===== src/verilog/br_pkg.sv =====
package br_pkg;

    // ##############################
    // widths
    // ##############################

    localparam int data_width = 32;  // register data and pc.
    localparam int phy_width  = 8;   // physical register tag.
    localparam int tag_width  = 32;  // instruction sequence number.

    // size of one uncompressed instruction, used for fall-through and link.
    localparam logic [data_width-1:0] inst_bytes = 32'd4;

    // ##############################
    // encodings
    // ##############################

    typedef enum logic [1:0] {
        br_op_branch = 2'd0,
        br_op_jal    = 2'd1,
        br_op_jalr   = 2'd2
    } br_op_e;

    // funct3 of the conditional branches. 010 and 011 are reserved.
    typedef enum logic [2:0] {
        cond_eq  = 3'b000,
        cond_ne  = 3'b001,
        cond_lt  = 3'b100,
        cond_ge  = 3'b101,
        cond_ltu = 3'b110,
        cond_geu = 3'b111
    } br_cond_e;

    // ##############################
    // payloads
    // ##############################

    typedef struct packed {
        br_op_e                op;
        br_cond_e              cond;
        logic                  pred_taken;  // predicted direction.
        logic                  btb_hit;     // predictor supplied a target.
        logic [phy_width-1:0]  dest_phy;
        logic [tag_width-1:0]  inst_num;
        logic [data_width-1:0] pc;
        logic [data_width-1:0] imm;
        logic [data_width-1:0] src1;
        logic [data_width-1:0] src2;
    } br_issue_t;

    // flags of src1 - src2. carry is set when there is no borrow.
    typedef struct packed {
        logic negative;
        logic zero;
        logic overflow;
        logic carry;
    } br_flags_t;

    typedef struct packed {
        br_issue_t issue;
        br_flags_t flags;
    } br_staged_t;

    typedef struct packed {
        logic [tag_width-1:0]  inst_num;
        logic                  taken;
        logic                  redirect;
        logic [data_width-1:0] redirect_pc;
        logic                  link_we;
        logic [phy_width-1:0]  link_phy;
        logic [data_width-1:0] link_data;
    } br_result_t;

    typedef struct packed {
        logic [data_width-1:0] pc;
        logic                  taken;
    } br_update_t;

endpackage

===== src/verilog/branch_unit.sv =====
`timescale 1ns/1ns

module branch_unit (
    input  logic               clk,
    input  logic               reset,
    input  logic               issue_valid,
    input  br_pkg::br_issue_t  issue,
    output logic               result_valid,
    output br_pkg::br_result_t result,
    output logic               update_valid,
    output br_pkg::br_update_t update
);

    br_pkg::br_flags_t  flags;
    logic               staged_valid;
    br_pkg::br_staged_t staged;
    logic               res_valid;
    br_pkg::br_result_t res;
    logic               is_branch;
    br_pkg::br_update_t upd;

    br_flag_gen u_flag_gen (
        .issue (issue),
        .flags (flags)
    );

    br_stage_buffer u_stage_buffer (
        .clk          (clk),
        .reset        (reset),
        .in_valid     (issue_valid),
        .issue        (issue),
        .flags        (flags),
        .staged_valid (staged_valid),
        .staged       (staged)
    );

    br_resolve u_resolve (
        .staged_valid (staged_valid),
        .staged       (staged),
        .res_valid    (res_valid),
        .res          (res),
        .is_branch    (is_branch),
        .upd          (upd)
    );

    br_result_out u_result_out (
        .clk          (clk),
        .reset        (reset),
        .res_valid    (res_valid),
        .res          (res),
        .is_branch    (is_branch),
        .upd_in       (upd),
        .result_valid (result_valid),
        .result       (result),
        .update_valid (update_valid),
        .update       (update)
    );

endmodule


===== src/verilog/br_result_out.sv =====
`timescale 1ns/1ns

module br_result_out (
    input  logic               clk,
    input  logic               reset,
    input  logic               res_valid,
    input  br_pkg::br_result_t res,
    input  logic               is_branch,
    input  br_pkg::br_update_t upd_in,
    output logic               result_valid,
    output br_pkg::br_result_t result,
    output logic               update_valid,
    output br_pkg::br_update_t update
);

    // ##############################
    // result register
    // ##############################

    always_ff @(posedge clk) begin
        if (reset) begin
            result_valid <= 1'b0;
            result       <= '0;
        end else begin
            result_valid <= res_valid;
            result       <= res;
        end
    end

    // ##############################
    // predictor update
    // ##############################

    // jumps are always taken, so only conditional branches train the predictor.
    always_ff @(posedge clk) begin
        if (reset) begin
            update_valid <= 1'b0;
            update       <= '0;
        end else begin
            update_valid <= res_valid & is_branch;
            update       <= upd_in;  // same cycle as its result.
        end
    end

endmodule


===== src/verilog/br_resolve.sv =====
`timescale 1ns/1ns

module br_resolve (
    input  logic               staged_valid,
    input  br_pkg::br_staged_t staged,
    output logic               res_valid,
    output br_pkg::br_result_t res,
    output logic               is_branch,
    output br_pkg::br_update_t upd
);

    logic                          cond_taken;
    logic                          taken;
    logic                          pred_eff;
    logic                          is_jump;
    logic [br_pkg::data_width-1:0] target_base;
    logic [br_pkg::data_width-1:0] target;
    logic [br_pkg::data_width-1:0] fall_through;

    // ##############################
    // condition
    // ##############################

    always_comb begin
        case (staged.issue.cond)
            br_pkg::cond_eq:  cond_taken = staged.flags.zero;
            br_pkg::cond_ne:  cond_taken = ~staged.flags.zero;
            br_pkg::cond_lt:  cond_taken = staged.flags.negative ^ staged.flags.overflow;
            br_pkg::cond_ge:  cond_taken = ~(staged.flags.negative ^ staged.flags.overflow);
            br_pkg::cond_ltu: cond_taken = ~staged.flags.carry;
            br_pkg::cond_geu: cond_taken = staged.flags.carry;
            default:          cond_taken = 1'b0;  // reserved funct3 never branches.
        endcase
    end

    assign is_branch = (staged.issue.op == br_pkg::br_op_branch);
    assign is_jump   = ~is_branch;
    assign taken     = is_jump | cond_taken;

    // ##############################
    // target and link
    // ##############################

    // jalr adds to the register, everything else to the pc.
    assign target_base  = (staged.issue.op == br_pkg::br_op_jalr) ? staged.issue.src1
                                                                  : staged.issue.pc;
    assign target       = target_base + staged.issue.imm;
    assign fall_through = staged.issue.pc + br_pkg::inst_bytes;

    // the front end only followed a taken guess if it also had a target.
    assign pred_eff = staged.issue.pred_taken & staged.issue.btb_hit;

    always_comb begin
        res.inst_num = staged.issue.inst_num;
        res.taken    = taken;
        res.redirect = (taken != pred_eff);

        if (taken) begin
            res.redirect_pc = {target[br_pkg::data_width-1:1], 1'b0};
        end else begin
            res.redirect_pc = fall_through;
        end

        res.link_we   = staged_valid & is_jump;  // an empty slot writes no register.
        res.link_phy  = is_jump ? staged.issue.dest_phy : '0;
        res.link_data = is_jump ? fall_through : '0;
    end

    assign res_valid = staged_valid;

    assign upd.pc    = staged.issue.pc;
    assign upd.taken = taken;

endmodule


===== src/verilog/br_stage_buffer.sv =====
`timescale 1ns/1ns

module br_stage_buffer (
    input  logic               clk,
    input  logic               reset,
    input  logic               in_valid,
    input  br_pkg::br_issue_t  issue,
    input  br_pkg::br_flags_t  flags,
    output logic               staged_valid,
    output br_pkg::br_staged_t staged
);

    // holds one issued instruction between the compare and resolution.
    // there is no stall, so a new entry is taken on every edge.
    always_ff @(posedge clk) begin
        if (reset) begin
            staged_valid <= 1'b0;
            staged       <= '0;
        end else begin
            staged_valid <= in_valid;
            staged.issue <= issue;
            staged.flags <= flags;  // flags ride with their instruction.
        end
    end

endmodule


===== src/verilog/br_flag_gen.sv =====
`timescale 1ns/1ns

module br_flag_gen (
    input  br_pkg::br_issue_t issue,
    output br_pkg::br_flags_t flags
);

    // ##############################
    // operand compare
    // ##############################

    // one extra bit on top catches the borrow out of the msb.
    logic [br_pkg::data_width:0]   diff;
    logic [br_pkg::data_width-1:0] diff_lo;
    logic                          sign1;
    logic                          sign2;

    assign diff = {1'b0, issue.src1} - {1'b0, issue.src2};
    assign diff_lo = diff[br_pkg::data_width-1:0];

    assign sign1 = issue.src1[br_pkg::data_width-1];
    assign sign2 = issue.src2[br_pkg::data_width-1];

    always_comb begin
        flags.negative = diff_lo[br_pkg::data_width-1];
        flags.zero     = (diff_lo == '0);

        // a subtraction overflows only when the operand signs differ
        // and the result sign does not match the minuend.
        flags.overflow = (sign1 != sign2) && (diff_lo[br_pkg::data_width-1] != sign1);

        flags.carry    = ~diff[br_pkg::data_width];  // no borrow means src1 >= src2 unsigned.
    end

endmodule


===== config.mk =====
export PLATFORM = sky130hd
export DESIGN_NAME = branch_unit
export DESIGN_NICKNAME = d
export VERILOG_FILES = /design/src/verilog/br_pkg.sv /design/src/verilog/branch_unit.sv /design/src/verilog/br_result_out.sv /design/src/verilog/br_resolve.sv /design/src/verilog/br_stage_buffer.sv /design/src/verilog/br_flag_gen.sv
export SDC_FILE = /design/constraint.sdc
export NUM_CORES = 1
export LEC_CHECK = 0
export BUFFER_PORTS_ARGS = -buffer_cell sky130_fd_sc_hd__buf_2
export CAP_MARGIN = 20
export CORE_ASPECT_RATIO = 0.9
export CORE_MARGIN = 2
export CORE_UTILIZATION = 41
export DETAILED_ROUTE_END_ITERATION = 8
export HOLD_SLACK_MARGIN = 0.05
export PLACE_DENSITY = 0.75
export SLEW_MARGIN = 10
export SYNTH_ARGS = -nofsm -noshare
export SYNTH_HDL_FRONTEND = slang
export SYNTH_SLANG_ARGS = --single-unit
export TNS_END_PERCENT = 100

===== constraint.sdc =====
create_clock -name clk -period 3.88 [get_ports clk]
set_input_delay 0.388 -clock clk [delete_from_list [all_inputs] [get_ports clk]]
set_output_delay 0.388 -clock clk [all_outputs]
set_load 0.02 [all_outputs]

==> flow_summary.json <==
{
  "vias_per_cell": 4.98,
  "synth-edff-count": 0,
  "critPathSlowestCell": "a31oi_2",
  "start_kind": "flop",
  "rsz0062_at_grt": "no",
  "root_buffer": "clkbuf_16",
  "final_cell_mix": "buf_2, dfxtp_1, nor2b_1",
  "clkTransAtPathRegs_ns": 0.07,
  "synth.cell_area_sq_mm": 0.0127,
  "worst_ep_arrival_time_ns": 4.05,
  "worstSetupPathType": "reg -> reg",
  "synth_nets": 1594,
  "drive_gt1_share_pct": 24.9,
  "drtIter0Drc": 676,
  "slew_headroom_pct": 27.9,
  "gr-total-overflow": 0,
  "track_usage_pct": 21.7,
  "cp-end-kind": "flop",
  "hp-start": "issue[136]",
  "path_cells": "nor2b_4 > buf_12 > mux2_2 > ha_1 > and3_2 > a221o_1 > a31oi_1 > a21oi_2 > a31oi_2 > o211ai_1 > a31oi_1 > xor2_1 > mux2i_1 > nor2b_1",
  "clk_latency_ns": 0.57,
  "cpPeakStageDelay_ns": 0.41,
  "grt_max_degree": 236,
  "p_per_area_mw_per_mm2": 452,
  "cts_tree": "done",
  "p_switching_uw": 2040,
  "timing.final.crit_share_pct": 93.8,
  "final_antenna_net_count": 0,
  "hold_class": "in -> reg",
  "p_clk_share_pct": 39.8,
  "wire_per_inst_um": 17.0,
  "ys_seq_area_share_pct": 45.6,
  "clock-sinks": 289,
  "hold_viol": 0,
  "wl_met2_um": 16700,
  "nets": 1973,
  "grt_first_pass_wirelength_um": 55800,
  "die_h_um": 171,
  "gp_congestion": 0.924,
  "leakagePower_uw": 0.00759,
  "holdPathStages": 2,
  "die_w_um": 190,
  "ys.flop_type": "dfxtp_1",
  "ys_async_sr_fraction_pct": 0,
  "synth_cells": 1351,
  "grt_pass1_vias": 10500,
  "combPwrFrac_pct": 17.3,
  "num_io_pins": 320,
  "max-cap-violations": 0,
  "wl_um": 36700,
  "path_buf_inv": 1,
  "utilization_pct": 54.0,
  "worstMarginPinSlew_ns": 1.08,
  "drc_errors": 0,
  "critPathRequiredTime_ns": 4.29,
  "yosys_warnings": 0,
  "start_util_pct": 41.4,
  "area_delta_synth_final_pct": 30.6,
  "route.met3.wl_um": 2280,
  "crit_family": "compound AO/OA/AOI/OAI gates",
  "ys_types": 80,
  "sw_frac_of_total_pct": 27.2,
  "htree_levels": 1,
  "min_delay_worst_endpoint": "u_stage_buffer.staged[140]",
  "p_int_uw": 5460,
  "ys_seq_elements": 289,
  "cts_setup_buffers": 0,
  "syn_avg_cell_area_sq_um": 9.40,
  "path_max_fanout": 20,
  "highest_layer": "met4",
  "skew_ns": 0.0296,
  "num_rows": 61,
  "hpwl_um": 26800,
  "finalSetupViolCount": 0,
  "reg2reg_slack_ns": 0.24,
  "portBuffers": 319,
  "cts_buffers": 30,
  "drv_slew": 0,
  "max_freq_mhz": 275,
  "core_area_sq_mm": 0.0307,
  "crit_top_cell": "a31oi_1",
  "final_common_cell": "buf_2",
  "reg2reg_from": "u_stage_buffer.staged[178]",
  "antenna_found_initial": 1,
  "min_period_ns": 3.64,
  "seqPwrFrac_pct": 42.9,
  "cts_max_path_buffers": 3,
  "r2r_cells": 14,
  "peakVddDrop_uv": 315,
  "firstDrtPassIters": 5,
  "r2r_end": "u_result_out.result[65]",
  "dieArea_sq_mm": 0.0324,
  "wl_met1_um": 16500,
  "status": "complete, no violations",
  "holdWs_ns": 0.0530,
  "final.setup.tns_ns": 0,
  "vias": 10800
}
-- cell usage after synthesis, types with 5 or more instances --
library cell | instances | area share (%)
mux2i_1 | 10 | 0.79
nor2_1 | 100 | 3.0
o211ai_1 | 8 | 0.47
nor3_1 | 22 | 0.87
a211oi_1 | 12 | 0.71
mux2_2 | 30 | 2.7
xnor2_1 | 33 | 2.3
clkbuf_1 | 53 | 1.6
o21a_1 | 13 | 0.77
o2111ai_1 | 7 | 0.48
nand2_1 | 70 | 2.1
nand3_1 | 30 | 1.2
a21oi_1 | 60 | 2.4
o22ai_1 | 5 | 0.25
or3_1 | 6 | 0.30
xor2_1 | 32 | 2.2
and3_1 | 11 | 0.54
nor2b_1 | 227 | 11
and2_1 | 18 | 0.89
buf_2 | 8 | 0.32
a31oi_1 | 10 | 0.49
inv_1 | 47 | 1.4
o21bai_1 | 8 | 0.47
a21o_1 | 26 | 1.5
o21ai_0 | 27 | 1.1
ha_1 | 63 | 6.2
o21ai_1 | 6 | 0.24
nand4_1 | 18 | 0.89
nand2b_1 | 14 | 0.69
dfxtp_1 | 289 | 46
-- per-stage QoR --
stage          setup WS (ns)  total power, uW  area [sq um]  instances
2_1_floorplan          0.330             4080         12700       1351
3_3_place_gp           0.323             4470         14600       2020
3_5_place_dp           0.241             4490         14600       2020
4_1_cts                0.247             7530         16600       2163
5_1_grt               0.0113             7820         16600       2164
6_report               0.242             7500         16600       2164
-- final cells by class --
type	instances	area (sq um)
Clock inverter	17	208
Antenna cell	1	2.50
Clock buffer	39	855
Multi-Input combinational cell	949	6490
Fill cell	2717	14100
Sequential cell	289	5790
Inverter	47	176
Timing Repair Buffer	413	2550
Tap cell	409	512
-- state kept, by name (all words and copies together) (netlist names) --
| register | count |
|---|---|
| u_result_out.result | 106 |
| u_result_out.result_valid | 1 |
| u_result_out.update | 33 |
| u_result_out.update_valid | 1 |
| u_stage_buffer.staged | 147 |
| u_stage_buffer.staged_valid | 1 |
-- cells by family after synthesis --
family,synth area share [%]
simple gates,23.4
flops,45.6
compound gates,12.8
buf+inv,3.54
xor+xnor,4.48
fa+ha+maj,6.52
mux,3.71
-- metal layers --
metal | global-route usage [%] | up-vias
met4 | 7.85 | 0
li1 | - | 5358
met2 | 35.1 | 356
met1 | 29.1 | 4982
met3 | 3.90 | 77
met5 | 0 | -
-- worst max-delay path by stage --
stage / start / to / slack [ns] / cells after the start
floorplan: u_stage_buffer.staged[178] / u_result_out.result[65] / 0.33 / 15
global placement: u_stage_buffer.staged[178] / u_result_out.result[65] / 0.32 / 14
detailed placement: u_stage_buffer.staged[178] / u_result_out.result[65] / 0.24 / 14
CTS: u_stage_buffer.staged[178] / u_result_out.result[65] / 0.25 / 14
global route: u_stage_buffer.staged[178] / u_result_out.result[65] / 0.01 / 14
finish: u_stage_buffer.staged[178] / u_result_out.result[65] / 0.24 / 14
-- repair_timing --
item	CTS	global route
gates resized for setup	0	0
hold buffers	87	0
endpoints found under the setup margin	0	0
endpoints found under the hold margin	87	0
-- power by group through the flow --
stage / logic [uW] / clock network, uW / registers [uW]
after floorplan: 735 / 0 / 3340
after global placement: 1200 / 0 / 3270
final: 1300 / 2980 / 3210
after CTS: 1290 / 3030 / 3210
after global routing: 1420 / 3170 / 3230
after detailed placement: 1210 / 0 / 3280
(Power assumes the default switching activity.)
